`config.mk`:
```
export PLATFORM = sky130hd
export DESIGN_NAME = status_gen
export DESIGN_NICKNAME = d
export VERILOG_FILES = /design/src/design/ps_pio_pkg.sv /design/src/design/status_gen.sv
export VERILOG_INCLUDE_DIRS = /design/src /design/src/include
export SDC_FILE = /design/constraint.sdc
export NUM_CORES = 1
export LEC_CHECK = 0
export BUFFER_PORTS_ARGS = -buffer_cell sky130_fd_sc_hd__buf_2
export CAP_MARGIN = 15
export CORE_MARGIN = 2
export CORE_UTILIZATION = 30
export DETAILED_ROUTE_END_ITERATION = 10
export HOLD_SLACK_MARGIN = 0.08
export PLACE_DENSITY = 0.59
export SLEW_MARGIN = 30
export SYNTH_ARGS = -nofsm -noshare
export SYNTH_HDL_FRONTEND = slang
export SYNTH_SLANG_ARGS = --single-unit
```
`constraint.sdc`:
```
create_clock -name rst -period 1.25 [get_ports rst]
set_input_delay 0.1875 -clock rst [delete_from_list [all_inputs] [get_ports rst]]
set_output_delay 0.1875 -clock rst [all_outputs]
set_load 0.1 [all_outputs]
```
`src/include/ps_pio_cfg.svh`:
```
`ifndef PS_PIO_CFG_SVH
`define PS_PIO_CFG_SVH

// command bus decode
`define PS_PIO_ADDR         16'h100  // channel base on the command bus
`define PS_PIO_MASK         16'h3e0  // address bits compared to base

// register offsets within the channel
`define PS_PIO_REG_EN_RST   5'h0     // bit0 run, bit1 request enable
`define PS_PIO_REG_CMD      5'h1     // queue a sequencer command
`define PS_PIO_REG_STATUS   5'h2     // ask for a status packet

// status link
`define PS_PIO_STATUS_ADDR  8'h2     // first byte of every packet

// command queue
`define PS_PIO_FIFO_DEPTH   4        // entries, power of two

`endif

```
`src/design/ps_pio_pkg.sv`:
```
`include "ps_pio_cfg.svh"

package ps_pio_pkg;

    typedef logic [9:0]  seq_addr_t;     // sequencer program start
    typedef logic [1:0]  page_t;         // buffer page
    typedef logic [63:0] mem_word_t;     // memory side word
    typedef logic [31:0] ext_word_t;     // external side word

    typedef struct packed {
        logic      chn;                  // 0 read channel, 1 write channel
        logic      need;                 // urgent request
        page_t     page;                 // buffer page for this transfer
        seq_addr_t seq_addr;             // sequencer address
    } cmd_word_t;

    typedef struct packed {
        logic half_full;                 // queue at least half full
        logic pending;                   // queued or running
    } status_t;

    typedef enum logic [4:0] {
        reg_en_rst = `PS_PIO_REG_EN_RST,
        reg_cmd    = `PS_PIO_REG_CMD,
        reg_status = `PS_PIO_REG_STATUS
    } reg_op_e;

    typedef enum logic [2:0] {
        ds_idle,
        ds_addr_hi,
        ds_data0,
        ds_data1,
        ds_data2,
        ds_data3
    } deser_state_e;

    typedef enum logic [1:0] {
        st_idle,
        st_send_addr,
        st_send_data
    } status_state_e;

endpackage

```
`src/design/status_gen.sv`:
```
`include "ps_pio_cfg.svh"

module status_gen (
    input  logic                rst,      // clock
    input  logic                mclk,     // async reset, active low
    input  logic                send,     // status register write
    input  logic [5:0]          seq,      // sequence number from the write
    input  ps_pio_pkg::status_t status,   // live status payload
    output logic [7:0]          ad,       // byte to the status ring
    output logic                rq,       // high while address byte waits
    input  logic                start     // address byte accepted
);

    ps_pio_pkg::status_state_e state;
    logic [5:0]                seq_r;
    ps_pio_pkg::status_t       status_r;  // sampled on start

    always_ff @(posedge rst or negedge mclk) begin
        if (!mclk) begin
            state <= ps_pio_pkg::st_idle;
        end else begin
            case (state)
                ps_pio_pkg::st_idle: begin
                    if (send) state <= ps_pio_pkg::st_send_addr;
                end
                ps_pio_pkg::st_send_addr: begin
                    if (start) state <= ps_pio_pkg::st_send_data; // wait as long as needed
                end
                ps_pio_pkg::st_send_data: state <= ps_pio_pkg::st_idle;
                default:                  state <= ps_pio_pkg::st_idle;
            endcase
        end
    end

    // send while busy is dropped, seq kept from the first request
    always_ff @(posedge rst) begin
        if (send && (state == ps_pio_pkg::st_idle)) seq_r <= seq;
        if (start && (state == ps_pio_pkg::st_send_addr)) status_r <= status;
    end

    assign rq = (state == ps_pio_pkg::st_send_addr);

    always_comb begin
        case (state)
            ps_pio_pkg::st_send_addr: ad = `PS_PIO_STATUS_ADDR;
            ps_pio_pkg::st_send_data: ad = {seq_r, status_r}; // last byte, rq low
            default:                  ad = 8'h00;
        endcase
    end

endmodule

```
==> metrics.txt <==
result of the run=complete, but fails checks; violated checks=negative setup slack; Register-to-Register Path Depth=5; Die X=43.6 um; Fill cells=around 120; top cell type's share of synthesized area=0.511; static leakage=0.390 nW; vias in the first global route=320; Netlist cell types=13; GPL Wtd Cong=0.665; count of final hold-check violations=0; Final ANT Viol Nets=0; largest net degree at the start of global routing=7; worst hold slack=around 100 ps; R2R Path Start=state[0]$_DFFE_PN0P_; minimum clock period=between 1500 and 2000 ps; multi-input logic area=between 200 and 250 sq um; pwr dens=2780 nW/um^2; initial antenna violation count=0; top area cells in the synthesized netlist=edfxtp_1 (51%), and2_1 (11%), dfrtp_1 (11%), ha_1 (11%), mux2_4 (3.2%); synthesized area per cell=around 14 sq um; total number of vias=330; startpoint types=flip-flop; power share of the clock group=0.088; most frequent cells in the layout=buf_2 (11), and2_4 (9), buf_12 (9); clk_skew=between 8 and 9 ps; worst setup margin=-311 ps; final-report max-slew violation count=0; Clock Sinks=10; row count=14; post-DR wirelength/cell=10.2 um; IO Port Bufs=20; critical path endpoint category=output port; Synth-to-Final Area Change=88.0%; Syn Inst Count=33; combinational power share=0.712; Net Sw Power=1.12 mW; Reg area=about 290 sq um; share of layout cells above drive strength 1=0.742; number of CTS-inserted buffers=3; vias per cell=~4.0; drt total wl=834 um; #FFs+latches synth=10; total of max-cap violations=0; final number of setup-violating endpoints=11; Net Sw Frac=0.456; hold_sp=seq[2]; CTS tree=done; hold path endpoint=seq_r[2]$_DFFE_PP_; sequential-to-total area share from yosys stat=0.617; area of the core=about 1500 sq um; f_max=around 0.64 GHz; Syn Nets=between 40 and 50; chip height=about 44 um; GRT overflow=0; Worst-Margin Slew=approximately 140 ps; drt drc=0; DP HPWL=713 um; # H-tree levels=1; Max IR drop VDD=1.54 mV; RSZ-0062 raised after global routing=true; clock slew at reported path FFs=~70 ps; commonest non-fill, non-tap cell in the layout=buf_2; Worst Hold Depth=1; Worst-Skew Late Latency=between 200 and 300 ps; Int Pwr=between 1 and 1.5 mW; Reg power frac=0.201; Worst Path Class, Setup=flip-flop to output port; maximum buffer depth of the clock tree=2; layout net count=83; Die Area=between 1500 and 2000 sq um; critical path arrival=1370 ps; Final TNS setup=-2640 ps; Rel. slew slack=0.908; # diodes=0; initial core utilization=0.316; Critical Path RT=roughly 1100 ps; top cell type by total area after synthesis=edfxtp_1; netlist area before placement=470 sq um; reg-to-reg endpoint=state[0]$_DFFE_PN0P_; drt pass-1 iters=2; first-pass GRT wire length=1.37 mm; Synth warnings=0; Hold Crit Class=primary input to flip-flop; total track usage=0.101; final period utilization=1.25; Crit Path Max Fanout=3; Worst R2R Setup Slack=-150 ps; clk root buf=clkbuf_4; DR iter-0 viols=6; IO Count=21
## power groups by stage
| stage | Sequential, mW | Combinational [mW] | Clock (mW) |
|---|---|---|---|
| 2_1_floorplan | 0.497 | 1.07 | 0 |
| 6_report | 0.493 | 1.75 | 0.215 |
| 5_1_grt | 0.499 | 1.83 | 0.249 |
| 4_1_cts | 0.492 | 1.75 | 0.231 |
| 3_3_place_gp | 0.489 | 1.67 | 0 |
| 3_5_place_dp | 0.493 | 1.68 | 0 |
## cells by family (layout without fill, tap and decap cells)
kind of cell / count (synthesis) / count (layout) / share of synthesized area
buffers and inverters: 3 / 36 / 0.0239
and+or+nand+nor: 11 / 11 / 0.165
DFF: 10 / 10 / 0.617
adders and majority gates: 4 / 4 / 0.106
AOI/OAI and AO/OA: 4 / 4 / 0.0558
muxes: 1 / 1 / 0.0319
## worst max-delay path by stage
stage / startpoint / end / slack (ps) / depth (start not counted)
CTS: state[0]$_DFFE_PN0P_ / ad[1] / -320 / 6
global route: state[0]$_DFFE_PN0P_ / ad[1] / -380 / 6
global placement: state[1]$_DFFE_PN0P_ / state[0]$_DFFE_PN0P_ / -30 / 5
detailed placement: state[0]$_DFFE_PN0P_ / state[0]$_DFFE_PN0P_ / -70 / 5
finish: state[0]$_DFFE_PN0P_ / ad[1] / -310 / 6
floorplan: state[1]$_DFFE_PN0P_ / ad[1] / -310 / 4
## stage by stage
| step | instance area, sq um | cells | power [mW] | setup WS [ps] | util |
|---|---|---|---|---|---|
| after floorplan | 514 | 33 | 1.57 | -313 | - |
| after CTS | 881 | 82 | 2.48 | -320 | 0.592 |
| final | 885 | 82 | 2.46 | -311 | 0.594 |
| after detailed placement | 822 | 76 | 2.18 | -72.3 | 0.552 |
| after global routing | 885 | 82 | 2.57 | -375 | 0.594 |
| after global placement | 822 | 76 | 2.15 | -29.0 | 0.552 |
## final cells by class
| cell class | count | share of cell area |
|---|---|---|
| multi-input cells | 20 | 0.262 |
| well taps | 16 | 0.0226 |
| repair buffers | 29 | 0.345 |
| clock buffers | 3 | 0.0255 |
| flip-flops and latches | 10 | 0.328 |
| inverters | 3 | 0.0127 |
| clock inverters | 1 | 0.00424 |
## registers in the layout (all words and copies together), names as in the netlist
signal    cells
seq_r         6
state         2
status_r      2
## synth_stat cells
cell type  count
o21ai_0        1
nor2b_4        1
o21a_1         1
ha_1           4
and2_1         8
inv_1          3
a21oi_1        1
edfxtp_1       8
nor2b_1        1
and2_2         1
dfrtp_1        2
mux2_4         1
a21oi_2        1
## critical path: stages (launching register included)
cell and delay, ps:
dfrtp_1 400, inv_2 80, ha_2 170, buf_4 120
a21oi_4 50, nor2b_4 120, buf_12 180
## repair_timing
action	4_1_cts	5_1_grt
hold endpoints to repair	2	0
setup endpoints to repair	10	16
hold buffers	1	0
resized for setup	7	2
pin swaps	1	0
gates cloned	0	0
setup buffers	1	0
## layer usage
layer / track usage / share of wire / vias to the layer above
li1: - / - / 179
met1: 0.125 / 0.42 / 143
met2: 0.162 / 0.54 / 8
met3: 0.0250 / 0.041 / 0
met4: 0.0545 / 0 / 0
met5: 0 / 0 / -
Power figures use the tool's default switching activity.
