[src/include/ps_pio_cfg.svh]
`ifndef PS_PIO_CFG_SVH
`define PS_PIO_CFG_SVH

// command bus decode
`define PS_PIO_ADDR         16'h100  // channel base on the command bus
`define PS_PIO_MASK         16'h3e0  // address bits compared to base

// register offsets within the channel
`define PS_PIO_REG_EN_RST   5'h0     // bit0 run, bit1 request enable
`define PS_PIO_REG_CMD      5'h1     // queue a sequencer command
`define PS_PIO_REG_STATUS   5'h2     // ask for a status packet

// status link
`define PS_PIO_STATUS_ADDR  8'h2     // first byte of every packet

// command queue
`define PS_PIO_FIFO_DEPTH   4        // entries, power of two

`endif

[src/design/ps_pio_pkg.sv]
`include "ps_pio_cfg.svh"

package ps_pio_pkg;

    typedef logic [9:0]  seq_addr_t;     // sequencer program start
    typedef logic [1:0]  page_t;         // buffer page
    typedef logic [63:0] mem_word_t;     // memory side word
    typedef logic [31:0] ext_word_t;     // external side word

    typedef struct packed {
        logic      chn;                  // 0 read channel, 1 write channel
        logic      need;                 // urgent request
        page_t     page;                 // buffer page for this transfer
        seq_addr_t seq_addr;             // sequencer address
    } cmd_word_t;

    typedef struct packed {
        logic half_full;                 // queue at least half full
        logic pending;                   // queued or running
    } status_t;

    typedef enum logic [4:0] {
        reg_en_rst = `PS_PIO_REG_EN_RST,
        reg_cmd    = `PS_PIO_REG_CMD,
        reg_status = `PS_PIO_REG_STATUS
    } reg_op_e;

    typedef enum logic [2:0] {
        ds_idle,
        ds_addr_hi,
        ds_data0,
        ds_data1,
        ds_data2,
        ds_data3
    } deser_state_e;

    typedef enum logic [1:0] {
        st_idle,
        st_send_addr,
        st_send_data
    } status_state_e;

endpackage

[src/design/cmd_fifo.sv]
`include "ps_pio_cfg.svh"

module cmd_fifo (
    input  logic                  rst,        // clock
    input  logic                  mclk,       // async reset, active low
    input  logic                  clr,        // sync clear
    input  logic                  push,
    input  logic                  pop,
    input  ps_pio_pkg::cmd_word_t din,
    output ps_pio_pkg::cmd_word_t dout,       // head entry
    output logic                  nempty,
    output logic                  half_full
);

    localparam int depth = `PS_PIO_FIFO_DEPTH;
    localparam int aw    = $clog2(depth);

    ps_pio_pkg::cmd_word_t mem [depth];
    logic [aw-1:0]         wptr;
    logic [aw-1:0]         rptr;
    logic [aw:0]           count;             // one extra bit for full
    logic                  full;
    logic                  do_push;
    logic                  do_pop;

    assign full      = (count == (aw + 1)'(depth));
    assign nempty    = (count != '0);
    assign half_full = (count >= (aw + 1)'(depth / 2));
    assign do_push   = push && !full;         // drop when full
    assign do_pop    = pop && nempty;         // nothing to pop when empty
    assign dout      = mem[rptr];

    always_ff @(posedge rst or negedge mclk) begin
        if (!mclk) begin
            wptr  <= '0;
            rptr  <= '0;
            count <= '0;
        end else if (clr) begin
            wptr  <= '0;
            rptr  <= '0;
            count <= '0;
        end else begin
            if (do_push) wptr <= wptr + 1'b1;  // pointers wrap at depth
            if (do_pop)  rptr <= rptr + 1'b1;
            case ({do_push, do_pop})
                2'b10:   count <= count + 1'b1;
                2'b01:   count <= count - 1'b1;
                default: count <= count;     // both or neither
            endcase
        end
    end

    always_ff @(posedge rst) begin
        if (do_push && !clr) mem[wptr] <= din;
    end

endmodule

[config.mk]
export PLATFORM = sky130hd
export DESIGN_NAME = cmd_fifo
export DESIGN_NICKNAME = d
export VERILOG_FILES = /design/src/design/ps_pio_pkg.sv /design/src/design/cmd_fifo.sv
export VERILOG_INCLUDE_DIRS = /design/src /design/src/include
export SDC_FILE = /design/constraint.sdc
export NUM_CORES = 1
export LEC_CHECK = 0
export BUFFER_PORTS_ARGS = -buffer_cell sky130_fd_sc_hd__buf_4
export CAP_MARGIN = 10
export CORE_ASPECT_RATIO = 1.2
export CORE_MARGIN = 5
export CORE_UTILIZATION = 51
export DETAILED_ROUTE_END_ITERATION = 10
export PLACE_DENSITY = 0.84
export SYNTH_ARGS = -nofsm -noshare
export SYNTH_HDL_FRONTEND = slang
export SYNTH_SLANG_ARGS = --single-unit
[constraint.sdc]
create_clock -name rst -period 2.3 [get_ports rst]
set_clock_uncertainty 0.15 [all_clocks]
set_input_delay 0.23 -clock rst [delete_from_list [all_inputs] [get_ports rst]]
set_output_delay 0.23 -clock rst [all_outputs]
set_load 0.05 [all_outputs]
==> results.json <==
{
  "syn_area_per_cell_um2": 19.55,
  "status": "finished, final reports clean",
  "num_rows": 28,
  "start_util": 0.5307,
  "setup_violations": 0,
  "synthSimpleGateAreaFrac": 0.05741,
  "die_h_um": 89.10,
  "clock_sinks": 63,
  "worst_slew_pin_slew_ns": 0.7215,
  "grtUsageTotal": 0.1460,
  "start_kind": "flop",
  "intPower_mw": 2.094,
  "yosysTopAreaCell": "edfxtp_1",
  "pwr-share-seq": 0.457,
  "tritoncts": "built",
  "layout.nets": 216,
  "grt_antenna_before_repair": 0,
  "final_common_cell": "edfxtp_1",
  "pwr-share-comb": 0.254,
  "via_count": 1382,
  "ys_seq_area_frac": 0.6984,
  "synthMuxAreaShare": 0.1421,
  "synth_area_um2": 2659,
  "switchingPower_uw": 880.4,
  "hold_violations": 0,
  "htreeDepth": 3,
  "synth-async-reset-ratio": 0.1111,
  "slew_headroom": 0.5190,
  "num_antenna_cells": 0,
  "syn-num-nets": 160,
  "fin_crit_sh": 0.9298,
  "clkTransAtPathRegs_ns": 0.06,
  "ys_ff_latch": 63,
  "worstSetupPathType": "reg -> reg",
  "synth_top_area_frac": 0.6325,
  "worstSkewPairLatency_ns": 0.32,
  "first_pass_iters": 4,
  "ys_warn_count": 0,
  "drt_iter0_markers": 79,
  "fin_cells": 257,
  "syn_inst": 136,
  "ios": 35,
  "clock_path_buffers": 2,
  "power_density_nw_per_um2": 907.1,
  "period_minus_slack_ns": 2.139,
  "setup_tns_ns": 0,
  "end_kind": "flop",
  "cp.required_ns": 2.37,
  "coreArea_um2": 5010,
  "crit_arrival_ns": 2.21,
  "max_freq_mhz": 467.6,
  "wl_mm": 4.558,
  "grt_pass1_wl_mm": 7.362,
  "dp_cells": 225,
  "synth_top_family_by_area": "multiplexers",
  "rrSetupSlack_ns": 0.16,
  "critPathMaxFanout": 9,
  "synth_xor_area_frac": 0.009882,
  "gp_congestion": 0.7064,
  "cts_root_buf": "clkbuf_8",
  "cap_viol_max_count": 0,
  "layout_common_cells": "56 x edfxtp_1, 36 x buf_4, 16 x dlygate4sd3_1",
  "grt_pass1_vias": 1483,
  "fp.dieW_um": 75.91,
  "power_mw": 2.975,
  "numCtsBuffers": 9,
  "synth_ff_type": "edfxtp_1",
  "switching_share": 0.2960,
  "yosys.cell_types.count": 34,
  "clkPwrFrac": 0.289,
  "drive_gt1_frac": 0.2792,
  "power_leakage_nw": 1.219,
  "dp_hpwl_mm": 3.020,
  "portBuffers": 34,
  "irDropWorstVdd_mv": 0.5882,
  "drc_errors": 0,
  "postRouteAntennaNets": 0,
  "synth-compound-area-share": 0.03435,
  "synth-edff-count": 56,
  "hp-class": "in -> async",
  "grt_overflow_total": 0,
  "post_drt_wl_per_cell_um": 17.74,
  "area_delta_synth_final_pct": 23.34,
  "rsz0062_at_grt": "no",
  "slew_viol_final": 0,
  "synthTopCellsByArea": "edfxtp_1 63%, mux4_1 14%, dfrtp_1 6.6%",
  "grt_start_max_net_pins": 17,
  "dieArea_um2": 6763,
  "synth_fa_ha_area_frac": 0.02635,
  "via_per_inst": 5.377
}
==> path summary, 6_finish.rpt <==
path | startpoint | end | cells after the start
hold / removal | mclk | count[2] | 2
max in group asynchronous | mclk | wptr[0] | 2
min in group rst | pop | count[0] | 4
setup / recovery | count[0] | count[2] | 7
setup reg to reg | count[0] | count[2] | 7
hold reg to reg | wptr[1] | wptr[1] | 2
==> logic make-up after synthesis <==
logic type / count (synthesis)
flip-flops: 63
multiplexers: 15
AND/OR/NAND/NOR: 26
adder cells (fa/ha/maj): 5
XOR/XNOR: 3
AO/OA/AOI/OAI: 12
buffers and inverters: 12
==> area by class of cell <==
class | count | area, µm²
multi-input cells | 61 | 719.4
repair buffers | 52 | 430.4
inverters | 5 | 18.77
clock buffers | 10 | 127.6
flip-flops and latches | 63 | 1857
clock inverters | 6 | 51.30
well taps | 60 | 75.07
fillers | 341 | 1730
==> Yosys cell counts (all sizes together), types with 2 or more instances <==
cell,number
ha,4
or2,2
edfxtp,56
buf,6
and2,4
dfrtp,7
mux4,14
or3,2
inv,5
nor2,6
nand2b,3
nand2,6
o21ai,3
a21oi,2
xor2,2
==> what timing repair did <==
action | in CTS | in global routing
endpoints found under the setup margin | 0 | 6
gates resized for setup | 0 | 1
endpoints found under the hold margin | 70 | 0
setup buffers | 0 | 0
hold buffers | 16 | 0
==> state kept, by name, indices dropped and copies added (netlist names) <==
name	count
wptr	2
mem	56
rptr	2
count	3
==> worst max-delay path, stage by stage (launching register included) <==
cell and delay [ns]:
dfrtp_1 0.49, or3_4 0.44, nand2_1 0.11, a21oi_1 0.06
fa_1 0.37, inv_1 0.08, a221oi_1 0.05, a311oi_1 0.29
==> layer usage <==
layer	track usage	vias up	wire, µm
met5	0	-	0
met4	0.06311	0	82
met3	0.04637	7	190
met2	0.2718	32	2495
met1	0.1522	686	1789
li1	-	657	-
==> power by group through the flow <==
| stage | clock network (mW) | registers, mW | logic [mW] |
|---|---|---|---|
| after floorplan | 0 | 1.36 | 0.568 |
| after global placement | 0 | 1.38 | 0.713 |
| after detailed placement | 0 | 1.38 | 0.739 |
| after CTS | 0.887 | 1.36 | 0.763 |
| after global routing | 0.944 | 1.37 | 0.799 |
| final | 0.860 | 1.36 | 0.755 |
==> stage by stage <==
| step | util | hold slack, ns | setup slack (ns) | cell area (µm²) |
|---|---|---|---|---|
| 2_1_floorplan | - | -0.2156 | 0.2199 | 2659 |
| 3_3_place_gp | 0.5867 | -0.09961 | 0.3003 | 2939 |
| 3_5_place_dp | 0.5867 | -0.09861 | 0.1669 | 2939 |
| 4_1_cts | 0.6543 | 0.08105 | 0.1288 | 3278 |
| 5_1_grt | 0.6546 | 0.1034 | 0.005572 | 3279 |
| 6_report | 0.6546 | 0.09621 | 0.1614 | 3279 |
No activity file was read; power rests on OpenSTA's default activity.
