**config.mk**
```make
export PLATFORM = sky130hd
export DESIGN_NAME = ps_pio_ctrl
export DESIGN_NICKNAME = d
export VERILOG_FILES = /design/src/design/ps_pio_pkg.sv /design/src/design/ps_pio_ctrl.sv
export VERILOG_INCLUDE_DIRS = /design/src /design/src/include
export SDC_FILE = /design/constraint.sdc
export NUM_CORES = 1
export LEC_CHECK = 0
export BUFFER_PORTS_ARGS = -buffer_cell sky130_fd_sc_hd__buf_2
export CAP_MARGIN = 20
export CELL_PAD_IN_SITES_DETAIL_PLACEMENT = 2
export CELL_PAD_IN_SITES_GLOBAL_PLACEMENT = 2
export CORE_MARGIN = 5
export CORE_UTILIZATION = 13
export CTS_BUF_LIST = sky130_fd_sc_hd__clkbuf_16
export DETAILED_ROUTE_END_ITERATION = 12
export PLACE_DENSITY = 0.74
export SETUP_SLACK_MARGIN = 0.4
export SLEW_MARGIN = 10
export SYNTH_ARGS = -nofsm -noshare
export SYNTH_HDL_FRONTEND = slang
export SYNTH_SLANG_ARGS = --single-unit
```
**constraint.sdc**
```tcl
create_clock -name rst -period 1.3 [get_ports rst]
set_input_delay 0.26 -clock rst [delete_from_list [all_inputs] [get_ports rst]]
set_output_delay 0.26 -clock rst [all_outputs]
set_load 0.005 [all_outputs]
```
**src/include/ps_pio_cfg.svh**
```systemverilog
`ifndef PS_PIO_CFG_SVH
`define PS_PIO_CFG_SVH

// command bus decode
`define PS_PIO_ADDR         16'h100  // channel base on the command bus
`define PS_PIO_MASK         16'h3e0  // address bits compared to base

// register offsets within the channel
`define PS_PIO_REG_EN_RST   5'h0     // bit0 run, bit1 request enable
`define PS_PIO_REG_CMD      5'h1     // queue a sequencer command
`define PS_PIO_REG_STATUS   5'h2     // ask for a status packet

// status link
`define PS_PIO_STATUS_ADDR  8'h2     // first byte of every packet

// command queue
`define PS_PIO_FIFO_DEPTH   4        // entries, power of two

`endif

```
**src/design/ps_pio_pkg.sv**
```systemverilog
`include "ps_pio_cfg.svh"

package ps_pio_pkg;

    typedef logic [9:0]  seq_addr_t;     // sequencer program start
    typedef logic [1:0]  page_t;         // buffer page
    typedef logic [63:0] mem_word_t;     // memory side word
    typedef logic [31:0] ext_word_t;     // external side word

    typedef struct packed {
        logic      chn;                  // 0 read channel, 1 write channel
        logic      need;                 // urgent request
        page_t     page;                 // buffer page for this transfer
        seq_addr_t seq_addr;             // sequencer address
    } cmd_word_t;

    typedef struct packed {
        logic half_full;                 // queue at least half full
        logic pending;                   // queued or running
    } status_t;

    typedef enum logic [4:0] {
        reg_en_rst = `PS_PIO_REG_EN_RST,
        reg_cmd    = `PS_PIO_REG_CMD,
        reg_status = `PS_PIO_REG_STATUS
    } reg_op_e;

    typedef enum logic [2:0] {
        ds_idle,
        ds_addr_hi,
        ds_data0,
        ds_data1,
        ds_data2,
        ds_data3
    } deser_state_e;

    typedef enum logic [1:0] {
        st_idle,
        st_send_addr,
        st_send_data
    } status_state_e;

endpackage

```
**src/design/ps_pio_ctrl.sv**
```systemverilog
module ps_pio_ctrl (
    input  logic                  rst,             // clock
    input  logic                  mclk,            // async reset, active low
    input  ps_pio_pkg::reg_op_e   op,              // decoded register offset
    input  logic [31:0]           data,
    input  logic                  we,
    output logic                  push,            // queue a command
    output logic                  clr,             // empty the queue
    output logic                  pop,
    input  ps_pio_pkg::cmd_word_t head,            // oldest queued command
    input  logic                  nempty,
    input  logic                  half_full,
    output logic                  status_send,
    output ps_pio_pkg::status_t   status,
    output logic                  want_rq0,
    output logic                  need_rq0,
    output logic                  want_rq1,
    output logic                  need_rq1,
    input  logic                  channel_pgm_en0, // grant, read channel
    input  logic                  channel_pgm_en1, // grant, write channel
    input  logic                  seq_done0,
    input  logic                  seq_done1,
    output ps_pio_pkg::seq_addr_t seq_data,
    output logic                  seq_set,
    output ps_pio_pkg::page_t     page,
    output logic                  page_set         // load page into buffer
);

    logic [1:0] en_reset;      // bit0 run, bit1 request enable
    logic       chn_rst;
    logic       chn_en;
    logic       grant;
    logic       done;
    logic       mem_run;       // granted, transfer in progress
    logic       busy;
    logic       start;
    logic       set_en_rst;

    assign set_en_rst  = we && (op == ps_pio_pkg::reg_en_rst);
    assign push        = we && (op == ps_pio_pkg::reg_cmd);
    assign status_send = we && (op == ps_pio_pkg::reg_status);

    assign chn_rst  = ~en_reset[0];
    assign chn_en   = en_reset[1];
    assign clr      = chn_rst;           // queue held empty in reset
    assign pop      = seq_set;           // head consumed with the hand-off
    assign grant    = channel_pgm_en0 | channel_pgm_en1;
    assign done     = seq_done0 | seq_done1;
    assign busy     = want_rq0 | need_rq0 | want_rq1 | need_rq1 | mem_run;
    assign start    = chn_en && !chn_rst && !busy && nempty;
    assign seq_data = head.seq_addr;     // valid while seq_set is high

    assign status.half_full = half_full;
    assign status.pending   = nempty | busy;

    always_ff @(posedge rst or negedge mclk) begin
        if (!mclk) begin
            en_reset <= 2'b00;            // held in reset, disabled
            want_rq0 <= 1'b0;
            need_rq0 <= 1'b0;
            want_rq1 <= 1'b0;
            need_rq1 <= 1'b0;
            mem_run  <= 1'b0;
            seq_set  <= 1'b0;
            page     <= '0;
            page_set <= 1'b0;
        end else begin
            if (set_en_rst) en_reset <= data[1:0];

            if (chn_rst || grant) begin
                want_rq0 <= 1'b0;         // drop on reset or grant
                need_rq0 <= 1'b0;
                want_rq1 <= 1'b0;
                need_rq1 <= 1'b0;
            end else if (start) begin
                want_rq0 <= !head.chn;
                need_rq0 <= !head.chn && head.need;
                want_rq1 <= head.chn;
                need_rq1 <= head.chn && head.need;
            end

            if (chn_rst || done) mem_run <= 1'b0;
            else if (grant)      mem_run <= 1'b1;

            seq_set  <= grant && !chn_rst; // one cycle after grant
            page_set <= seq_set;           // one cycle after seq_set
            if (seq_set) page <= head.page;
        end
    end

endmodule

```
==> run summary <==
status: finished, violations left
violated checks: setup timing
Die Wd: 76.8 microns
Row Count: 24
Reg2Reg Setup Slack: 0.03 ns
CP Max Fanout: 2
Crit Path Class: input pin to output pin
GRT Util Overall: 6.44%
final WL: 1830 microns
antenna cells: 0
Yosys cell types: 19
max_slew headroom: 76.7%
Die Area: 0.00589 sq mm
max-slew violations: 0
dominant cells by area after synthesis: dfrtp_1 48%, buf_4 16%, mux2_4 5.2%, mux2_2 3.9%, nand2_1 3.9%
Period minus WS final: 1.55 ns
CP arrival: 1.29 ns
Ys Warns: 0
Avg Synthesized Cell Area: 10.7 sq um
Worst setup EP type: output pin
Multi-input gate area: 262 sq um
RD Place Congestion: 0.661
Die Span Y: 76.8 microns
antenna violations before repair: 0
Register Area: 277 sq um
number of vias per cell: 3.75
Max IR drop VDD: 0.000437 V
count of final setup violators: 5
layout cells sized above 1: 66.3%
Final nets: 150
most frequent cells in the layout: 26 x buf_2, 11 x buf_6, 10 x dfrtp_1, 6 x nand2_1, 5 x buf_4
worst setup margin: -0.255 ns
P&R area growth vs syn: 70.4%
first-pass GRT wire length: 2980 microns
leak pwr: 0.000478 uW
clock sink count: 11
Worst-Margin Slew: 0.348 ns
H-tree depth: 1
Min-Delay Path Class: input pin to register
CTS buffer count: 3
commonest non-fill, non-tap cell in the layout: buf_2
starting density of the core: 13.4%
placed cell count: 126
grt total ovfl: 0
max frequency: 643 MHz
dpl ws: -0.372 ns
RSZ-0062 raised after global routing: true
Vias: 529
input/output buffers: 31
Root Driver: clkbuf_16
clk slew on worst S/H paths: 0.04 ns
PwrDens: 1270 mW/mm^2
max-cap viol count: 0
DRT iter0 DRCs: 12
CTS Buffer Depth: 2
Fill cells: 498
WL/cell: 13.0 microns
core footprint: 0.00432 sq mm
WP data required: 1.04 ns
Synth area leader: dfrtp_1
Seq cells post-synth: 11
final hold violations: 0
Synthesized Nets: 114
Antenna Violating Nets Remaining: 0
Seq/Total Area, Yosys: 47.5%
Mapped Area: 579 sq um
Setup crit start kind: input pin
crit share post-route: 120%
Post-DP Area: 723 sq um
I/O pin count: 84
Synth Instances: 54
post-synth top area share: 47.5%
Clock Latency Late Sink: 0.23 ns
vias in the first global route: 623
drt drc: 0
CTS tree: done
DRT Pass-1 Iters: 2
post-route insts no fill: 141
Post-Route Skew: 0.000295 ns
post-route design area: 987 sq um
largest net degree at the start of global routing: 12
[cell type report]
cell class	count	area share, %
multi-input combinational	30	26.5
tap	52	6.59
sequential	11	28.0
clock inverter	1	0.380
clock buffer	3	7.60
inverter	1	0.380
timing repair buffer	43	30.5
[per-stage QoR]
step / total power, uW / TNS, ns / util (%) / hold WS (ns)
after global placement: 603 / -1.26 / 16.7 / 0.141
after floorplan: 537 / -0.512 / - / -0.0356
after CTS: 1230 / -0.851 / 21.9 / 0.178
final: 1260 / -0.831 / 22.8 / 0.184
after global routing: 1330 / -1.18 / 22.8 / 0.185
after detailed placement: 616 / -1.41 / 16.7 / 0.150
[metal layers]
metal / global-route usage (%) / vias up / part of all wire, %
met5: 0 / - / 0
met4: 1.92 / 0 / 0.66
met3: 4.10 / 2 / 12
met2: 11.0 / 30 / 50
met1: 6.34 / 247 / 37
li1: - / 250 / -
[cells in the mapped netlist]
master     n
buf_4     12
dfrtp_1   11
inv_1      1
mux2_2     2
mux2_4     2
nand2_1    6
nand2b_1   1
nand3_1    1
nand3b_1   1
nand4_1    1
nor2_1     3
nor3_1     1
nor3b_1    2
nor3b_2    1
nor4_1     2
nor4b_1    1
o21ai_0    4
or3_4      1
or4b_4     1
[timing repair]
| action | in CTS | in global routing |
|---|---|---|
| setup endpoints to repair | 19 | 22 |
| endpoints found under the hold margin | 11 | 0 |
| pin swaps | 6 | 4 |
| buffers inserted | 7 | 3 |
| gates resized for setup | 18 | 3 |
| hold buffers | 1 | 0 |
[power breakdown]
group / total (uW) / switching [uW] / internal (uW)
clock network: 551 / 147 / 403
registers: 426 / 32.2 / 394
logic: 282 / 97.9 / 184
[kinds of logic after synthesis]
| group | Yosys count | share of synthesized area [%] |
|---|---|---|
| simple gates | 22 | 23.8 |
| buf+inv | 13 | 16.2 |
| flops | 11 | 47.5 |
| compound gates | 4 | 3.46 |
| mux | 4 | 9.07 |
[flip-flops by register name, indices dropped and copies added, names as in the netlist]
name	count
pop	1
en_reset	2
want_rq0	1
mem_run	1
need_rq1	1
need_rq0	1
page	2
page_set	1
want_rq1	1
[critical path, stage by stage]
cell	delay [ns]
buf_6	0.09
or4b_4	0.53
buf_6	0.14
nor3b_2	0.14
buf_2	0.13
[path summary, 6_finish.rpt]
path,start,endpoint,depth (start not counted)
hold / removal,seq_done1,mem_run,2
min in group asynchronous,mclk,page[1],2
max in group asynchronous,mclk,want_rq1,2
hold reg to reg,en_reset[1],en_reset[1],1
setup reg to reg,want_rq0,need_rq0,4
setup / recovery,op[3],status_send,5
(Power assumes the default switching activity.)
