`src/include/ps_pio_cfg.svh`:
```
`ifndef PS_PIO_CFG_SVH
`define PS_PIO_CFG_SVH

// command bus decode
`define PS_PIO_ADDR         16'h100  // channel base on the command bus
`define PS_PIO_MASK         16'h3e0  // address bits compared to base

// register offsets within the channel
`define PS_PIO_REG_EN_RST   5'h0     // bit0 run, bit1 request enable
`define PS_PIO_REG_CMD      5'h1     // queue a sequencer command
`define PS_PIO_REG_STATUS   5'h2     // ask for a status packet

// status link
`define PS_PIO_STATUS_ADDR  8'h2     // first byte of every packet

// command queue
`define PS_PIO_FIFO_DEPTH   4        // entries, power of two

`endif

```
`src/design/ps_pio_pkg.sv`:
```
`include "ps_pio_cfg.svh"

package ps_pio_pkg;

    typedef logic [9:0]  seq_addr_t;     // sequencer program start
    typedef logic [1:0]  page_t;         // buffer page
    typedef logic [63:0] mem_word_t;     // memory side word
    typedef logic [31:0] ext_word_t;     // external side word

    typedef struct packed {
        logic      chn;                  // 0 read channel, 1 write channel
        logic      need;                 // urgent request
        page_t     page;                 // buffer page for this transfer
        seq_addr_t seq_addr;             // sequencer address
    } cmd_word_t;

    typedef struct packed {
        logic half_full;                 // queue at least half full
        logic pending;                   // queued or running
    } status_t;

    typedef enum logic [4:0] {
        reg_en_rst = `PS_PIO_REG_EN_RST,
        reg_cmd    = `PS_PIO_REG_CMD,
        reg_status = `PS_PIO_REG_STATUS
    } reg_op_e;

    typedef enum logic [2:0] {
        ds_idle,
        ds_addr_hi,
        ds_data0,
        ds_data1,
        ds_data2,
        ds_data3
    } deser_state_e;

    typedef enum logic [1:0] {
        st_idle,
        st_send_addr,
        st_send_data
    } status_state_e;

endpackage

```
`src/design/cmd_deser.sv`:
```
`include "ps_pio_cfg.svh"

module cmd_deser (
    input  logic                rst,      // clock
    input  logic                mclk,     // async reset, active low
    input  logic [7:0]          ad,       // byte-serial addr/data
    input  logic                stb,      // with first byte (AL)
    output ps_pio_pkg::reg_op_e addr,     // register offset in channel
    output logic [31:0]         data,     // assembled data word
    output logic                we        // one cycle after D3
);

    ps_pio_pkg::deser_state_e state;
    logic [15:0]              addr_r;     // {AH, AL}
    logic [31:0]              data_r;     // D3..D0, D0 in low byte
    logic                     match;

    // only the masked bits select this channel
    assign match = ((addr_r & `PS_PIO_MASK) == (`PS_PIO_ADDR & `PS_PIO_MASK));
    assign addr  = ps_pio_pkg::reg_op_e'(addr_r[4:0]);
    assign data  = data_r;

    always_ff @(posedge rst or negedge mclk) begin
        if (!mclk) begin
            state <= ps_pio_pkg::ds_idle;
            we    <= 1'b0;
        end else begin
            we <= 1'b0;                   // default no write
            if (stb) begin
                state <= ps_pio_pkg::ds_addr_hi; // new frame, restarts any old one
            end else begin
                case (state)
                    ps_pio_pkg::ds_addr_hi: state <= ps_pio_pkg::ds_data0;
                    ps_pio_pkg::ds_data0:   state <= ps_pio_pkg::ds_data1;
                    ps_pio_pkg::ds_data1:   state <= ps_pio_pkg::ds_data2;
                    ps_pio_pkg::ds_data2:   state <= ps_pio_pkg::ds_data3;
                    ps_pio_pkg::ds_data3: begin
                        state <= ps_pio_pkg::ds_idle;
                        we    <= match;   // full address known here
                    end
                    default:                state <= ps_pio_pkg::ds_idle;
                endcase
            end
        end
    end

    always_ff @(posedge rst) begin
        if (stb) begin
            addr_r[7:0] <= ad;            // AL
        end else if (state == ps_pio_pkg::ds_addr_hi) begin
            addr_r[15:8] <= ad;           // AH
        end else if (state != ps_pio_pkg::ds_idle) begin
            data_r <= {ad, data_r[31:8]}; // shift in from top, lsb first
        end
    end

endmodule

```
`config.mk`:
```
export PLATFORM = sky130hd
export DESIGN_NAME = cmd_deser
export DESIGN_NICKNAME = d
export VERILOG_FILES = /design/src/design/ps_pio_pkg.sv /design/src/design/cmd_deser.sv
export VERILOG_INCLUDE_DIRS = /design/src /design/src/include
export SDC_FILE = /design/constraint.sdc
export NUM_CORES = 1
export LEC_CHECK = 0
export ABC_AREA = 1
export BUFFER_PORTS_ARGS = -buffer_cell sky130_fd_sc_hd__buf_2
export CAP_MARGIN = 20
export CORE_ASPECT_RATIO = 1.75
export CORE_MARGIN = 3
export CORE_UTILIZATION = 42
export CTS_BUF_LIST = sky130_fd_sc_hd__clkbuf_8 sky130_fd_sc_hd__clkbuf_16
export DETAILED_ROUTE_END_ITERATION = 7
export PLACE_DENSITY = 0.75
export SETUP_SLACK_MARGIN = 0.02
export SLEW_MARGIN = 20
export SYNTH_ARGS = -nofsm -noshare
export SYNTH_HDL_FRONTEND = slang
export SYNTH_SLANG_ARGS = --single-unit
```
`constraint.sdc`:
```
create_clock -name rst -period 2 [get_ports rst]
set_input_delay 0.1 -clock rst [delete_from_list [all_inputs] [get_ports rst]]
set_output_delay 0.1 -clock rst [all_outputs]
set_load 0.03 [all_outputs]
```
==> out/results.ini, run 1 <==
[pwr]
ir_drop_v=0.0006505
power.density_nw_per_um2=1008
leakage_nw=0.7787

[sta]
min_period_ns=1.385
period_share_pct=69.23
final.setup.tns_ns=0
finalHoldViolations=0
fmax_mhz=722.3
slew-limit-headroom_pct=58.64
slew_violations=0
fin_skew_ns=0.006237
rsz0062_at_grt=false
tightest_slew_ns=0.6195
setup-violations-final=0

[logic_synthesis]
synth_top_area_cell=edfxtp_1
synth.distinct_cells=12
syn_nets=87
synth.yosys.seq_area_share_pct=90.52
synth_warnings=0
yosysTopAreaCellShare_pct=83.86
avgSynthCellArea_um2=19.79
ys_seq_elements=46
synthTopCellsByArea=edfxtp_1 (84%), dfrtp_1 (6.7%), buf_4 (2.5%)
netlist_area_um2=1504
postSynthCellCount=76

[clocking]
cts_root_buf=clkbuf_8
cts_tree=built
h-tree-depth=2
clkSlewWorstSetupHoldPaths_ns=0.08
hold_buffers=7
post-cts-setup-buffer-count=0
cts_buffers=5
cts.repair.resized=0
clk_path_buf_depth=2
cts.sinks=46
clock_latency_ns=0.29

[route]
dr.pass1.iters=4
drc_errors=0
routedWlPerCell_um=13.01
via_per_inst=4.475
totalWireLength_mm=2.329
routed-via-count=801
postRouteAntennaNets=0
drtIter0Drc=23

[finish]
final_cell_mix=buf_2 (48), edfxtp_1 (42), nand2_1 (8)
drive_gt1_share_pct=43.28
mostFrequentLayoutCell=buf_2
n_antenna_cell=0
fill_cells=268
final_util_pct=56.33
fin_nets=144
syn2layout_area_growth_pct=27.29

[die]
core_um2=3398
start_util_pct=44.26
fp.dieArea_um2=4363
die-height_um=85.16
ioPinCount=49
die_x_um=51.24
num_rows=28

[place]
io_buffers=48
gp_congestion=0.6607
dp_hpwl_mm=1.646

[status]
status=finished, final reports clean

[grt]
antenna_found_initial=0
grt_pass1_vias=792
track_usage_pct=11.63
grt_max_degree=33
grt_pass1_wl_mm=3.567
overflow=0

[setup_path]
rr_startpoint=state[1]$_DFF_PN0_
ff2ff_setup_slack_ns=0.62
end_kind=flip-flop
reg2reg_depth=2
critPathArrivalTime_ns=1.31
critical_path_class=flip-flop to flip-flop
crit_start=state[1]$_DFF_PN0_
timing.rr.end=data[7]$_DFFE_PP_
startpoint_type=flip-flop
cp_max_fo=32
cp-endpoint=data[7]$_DFFE_PP_
crit_required_ns=1.93

[run]
max-cap-violations=0

[hold_path]
min-delay-start=ad[0]
hold_class=input port to flip-flop

-- logic make-up after synthesis --
family / count (synthesis) / share of synthesized area [%]
buffers and inverters: 11 / 3.994
flip-flops: 46 / 90.52
AO/OA/AOI/OAI: 3 / 0.9980
AND/OR/NAND/NOR: 16 / 4.493
-- Yosys cell counts --
master and n:
inv_1 4, a21oi_1 1, inv_2 2, dfrtp_1 4
nor2_1 5, nand2_1 8, nand3b_1 1, nor2_2 1
buf_4 5, edfxtp_1 42, o21ai_1 2, nand3_1 1
-- worst max-delay path: stages, from the launching register on --
cell     delay [ns]
dfrtp_1        0.43
o21ai_1        0.11
inv_2          0.47
-- flip-flops by register name (all words and copies together) (netlist names) --
signal  flops
addr_r     10
data       32
state       3
we          1
-- area by class of cell --
class	count	area, um2	area share [%]
sequential	46	1361	71.11
timing repair buffer	55	310.3	16.21
multi-input combinational	19	82.58	4.314
clock buffer	5	68.82	3.595
tap	45	56.30	2.941
inverter	6	22.52	1.176
clock inverter	3	12.51	0.6536
-- through the flow --
stage	hold slack (ns)	total power, mW	cells	worst slack [ns]	instance area [um2]
floorplan	-0.1956	1.365	76	0.5156	1504
global placement	-0.09632	1.430	164	0.3573	1763
detailed placement	-0.09273	1.441	164	0.2637	1763
CTS	0.001252	1.952	179	0.2533	1914
global route	0.004494	2.012	179	0.5301	1914
finish	0.02020	1.930	179	0.6155	1914
-- power by group --
group          leakage [nW]  switching [mW]  total (mW)  internal (mW)
Clock                0.0468           0.269       0.504          0.235
Sequential            0.444          0.0304        1.17           1.14
Combinational         0.288           0.188       0.252         0.0636
Total                 0.779           0.488        1.93           1.44
-- worst min path at each step --
stage / slack (ns) / endpoint / cells past startpoint
5_1_grt: 0.004 / data[24]$_DFFE_PP_ / 1
3_5_place_dp: -0.09 / we$_DFF_PN0_ / 1
3_3_place_gp: -0.1 / we$_DFF_PN0_ / 1
4_1_cts: 0.001 / data[24]$_DFFE_PP_ / 1
2_1_floorplan: -0.20 / state[0]$_DFF_PN0_ / 0
6_report: 0.02 / data[24]$_DFFE_PP_ / 1
-- metal layers --
| layer | vias to the layer above | routed length [um] | track usage [%] | share of wire (%) |
|---|---|---|---|---|
| met5 | - | 0 | 0 | 0 |
| met4 | 0 | 23 | 5.967 | 0.99 |
| met3 | 2 | 229 | 5.448 | 9.8 |
| met2 | 45 | 1194 | 19.04 | 51 |
| met1 | 377 | 881 | 12.24 | 38 |
| li1 | 377 | - | - | - |
Power figures use the tool's default switching activity.
==> run 2, diff against run 1 <==
- PLACE_DENSITY: 0.75 -> 0.78
- clock period: 2 -> 1.2 ns (I/O delays scaled with it)
==> run 2 against run 1 <==
The run now ends with negative setup slack left. Die area is the same. Critical path depth is 1 higher. Wire length rose by 11%. Hold slack better by 0.023 ns. Sequential share of layout area shrank 3.1 points. First-iteration DRC count fell by 61%. Setup slack lost 0.64 ns. Clock power grew 67%.
==> out/results.ini, run 2 (synthesis results as in run 1) <==
[status]
status=finished with violations
violations=negative setup slack

[finish]
syn2layout_area_growth_pct=33.11
largest_reg_flops=32  ; unchanged
mostFrequentLayoutCell=buf_2
final_cell_area_um2=2002  ; +4.6%
fill_cells=293  ; +9.3%
drive_gt1_share_pct=46.15  ; +2.9 points
fin_nets=153  ; +6.3%
final_cell_mix=buf_2 (48), edfxtp_1 (42), dlygate4sd3_1 (9)
n_antenna_cell=0  ; unchanged

[place]
dp_hpwl_mm=1.883  ; +14%
dp_slack_ns=-0.01074  ; -0.2744 ns
gp_congestion=0.7396  ; +12%
dpl_cell_area_um2=1808  ; +2.6%
io_buffers=48  ; unchanged

[sta]
slew_violations=0  ; unchanged
tightest_slew_ns=0.2174  ; -0.4021 ns
slew-limit-headroom_pct=85.41  ; +27 points
setup-violations-final=32  ; +32
layout_setup_ws_ns=-0.01986  ; -0.6353 ns
rsz0062_at_grt=true
fmax_mhz=819.8  ; +13%
fin_skew_ns=0.004714  ; -0.001523 ns
min_period_ns=1.220  ; -0.1647 ns
final.setup.tns_ns=-0.3981  ; -0.3981 ns
period_share_pct=101.7  ; +32 points
finalHoldViolations=0  ; unchanged

[pwr]
ir_drop_v=0.0009967  ; +53%
switchingPower_mw=0.8375  ; +72%
clkPwrFrac_pct=25.7  ; -0.4 points
p_int_mw=2.445  ; +70%
power_mw=3.283  ; +70%
power.density_nw_per_um2=1640  ; +63%
pwr-share-seq_pct=59.6  ; -1.2 points
p_comb_share_pct=14.8  ; +1.8 points
leakage_nw=0.8172  ; +4.9%
swShare_pct=25.51  ; +0.24 points

[route]
routed-via-count=861  ; +7.5%
drtIter0Drc=9  ; -61%
dr.pass1.iters=4  ; unchanged
routedWlPerCell_um=13.79  ; +6.0%
totalWireLength_mm=2.592  ; +11%
via_per_inst=4.580  ; +2.3%
drc_errors=0  ; unchanged
postRouteAntennaNets=0  ; unchanged

[setup_path]
cp-endpoint=data[17]$_DFFE_PP_
cpPeakStageDelay_ns=0.42  ; -0.05 ns
crit_slowest_cell=dfrtp_1
reg2reg_depth=3  ; +1
path_buf_inv=2  ; +1
critical_path_class=flip-flop to flip-flop
ff2ff_setup_slack_ns=-0.02  ; -0.64 ns
timing.rr.end=data[17]$_DFFE_PP_
cp_max_fo=7  ; -78%
path_cells=o21ai_2, clkinvlp_4, buf_4
crit_required_ns=1.25  ; -0.68 ns
path_depth=3  ; +1
end_kind=flip-flop
crit_start=state[2]$_DFF_PN0_
crit_family=flip-flops
rr_startpoint=state[2]$_DFF_PN0_
startpoint_type=flip-flop
critPathArrivalTime_ns=1.27  ; -0.04 ns

[die]
die-height_um=85.16  ; unchanged
start_util_pct=44.26  ; unchanged
die_x_um=51.24  ; unchanged
core_um2=3398  ; unchanged
fp.dieArea_um2=4363  ; unchanged
num_rows=28  ; unchanged
ioPinCount=49  ; unchanged

[hold_path]
hold_class=input port to flip-flop

[clocking]
cts_tree=built
h-tree-depth=2  ; unchanged
clock_latency_ns=0.29  ; about the same
cts_root_buf=clkbuf_8
cts.sinks=46  ; unchanged
cts_buffers=5  ; unchanged
clkSlewWorstSetupHoldPaths_ns=0.07  ; about the same
clk_path_buf_depth=2  ; unchanged

[grt]
antenna_found_initial=0  ; unchanged
track_usage_pct=12.74  ; +1.1 points
grt_max_degree=14  ; -58%
grt_pass1_vias=907  ; +15%
grt_pass1_wl_mm=3.981  ; +12%
overflow=0  ; unchanged

[run]
max-cap-violations=0  ; unchanged

-- run 2: cell count changes in the layout (fill, tap and decap cells not counted), sizes merged --
cell         delta
inv             -1
clkinvlp        +1
dlygate4sd3     +2
buf             +7
-- run 2: metrics by stage --
step | cells | util [%] | hold slack, ns
after floorplan | 76 | - | -0.2356
after global routing | 188 | 58.91 | 0.04267
after CTS | 187 | 58.47 | 0.02153
after detailed placement | 169 | 53.20 | -0.1306
final | 188 | 58.91 | 0.04341
after global placement | 169 | 53.20 | -0.1371
-- run 2: routing by layer --
| metal | GRT usage [%] | wire (um) | vias up |
|---|---|---|---|
| met5 | 0 | 0 | - |
| met4 | 8.353 | 84 | 0 |
| met3 | 4.745 | 235 | 8 |
| met2 | 21.50 | 1370 | 46 |
| met1 | 12.64 | 902 | 411 |
| li1 | - | - | 396 |
-- run 2: repair_timing --
action,4_1_cts,5_1_grt
resized for setup,0,2
endpoints found under the setup margin,32,32
pin swaps,1,1
endpoints found under the hold margin,22,0
hold buffers,9,0
buffers inserted,1,1
-- run 2: layout make-up --
cell class                 instances  area, um2  share of cell area, %
clock buffer                       5      68.82                  3.438
inverter                           6      26.28                  1.313
multi-input combinational         19      86.33                  4.313
timing repair buffer              64      390.4                  19.50
sequential                        46       1361                  68.00
tap                               45      56.30                  2.813
clock inverter                     3      12.51                 0.6250
-- run 2: how the worst min path moves through the flow --
stage          start                  to  slack, ns  depth (start not counted)
2_1_floorplan   mclk  state[0]$_DFF_PN0_      -0.24                          0
3_3_place_gp    mclk        we$_DFF_PN0_      -0.14                          1
3_5_place_dp    mclk  state[1]$_DFF_PN0_      -0.13                          1
4_1_cts          stb  state[0]$_DFF_PN0_       0.02                          3
5_1_grt          stb  state[0]$_DFF_PN0_       0.04                          3
6_report         stb  state[0]$_DFF_PN0_       0.04                          3
-- run 2: power groups by stage --
stage | Combinational, mW | Clock, mW | Sequential, mW
floorplan | 0.132 | 0 | 2.15
global placement | 0.428 | 0 | 1.98
detailed placement | 0.446 | 0 | 1.99
CTS | 0.474 | 0.881 | 1.96
global route | 0.513 | 0.947 | 1.97
finish | 0.484 | 0.843 | 1.96
-- run 2: worst reg2reg max path, stage by stage (launching register included) --
cell and delay, ns:
dfrtp_1 0.42, o21ai_2 0.23, clkinvlp_4 0.16, buf_4 0.18
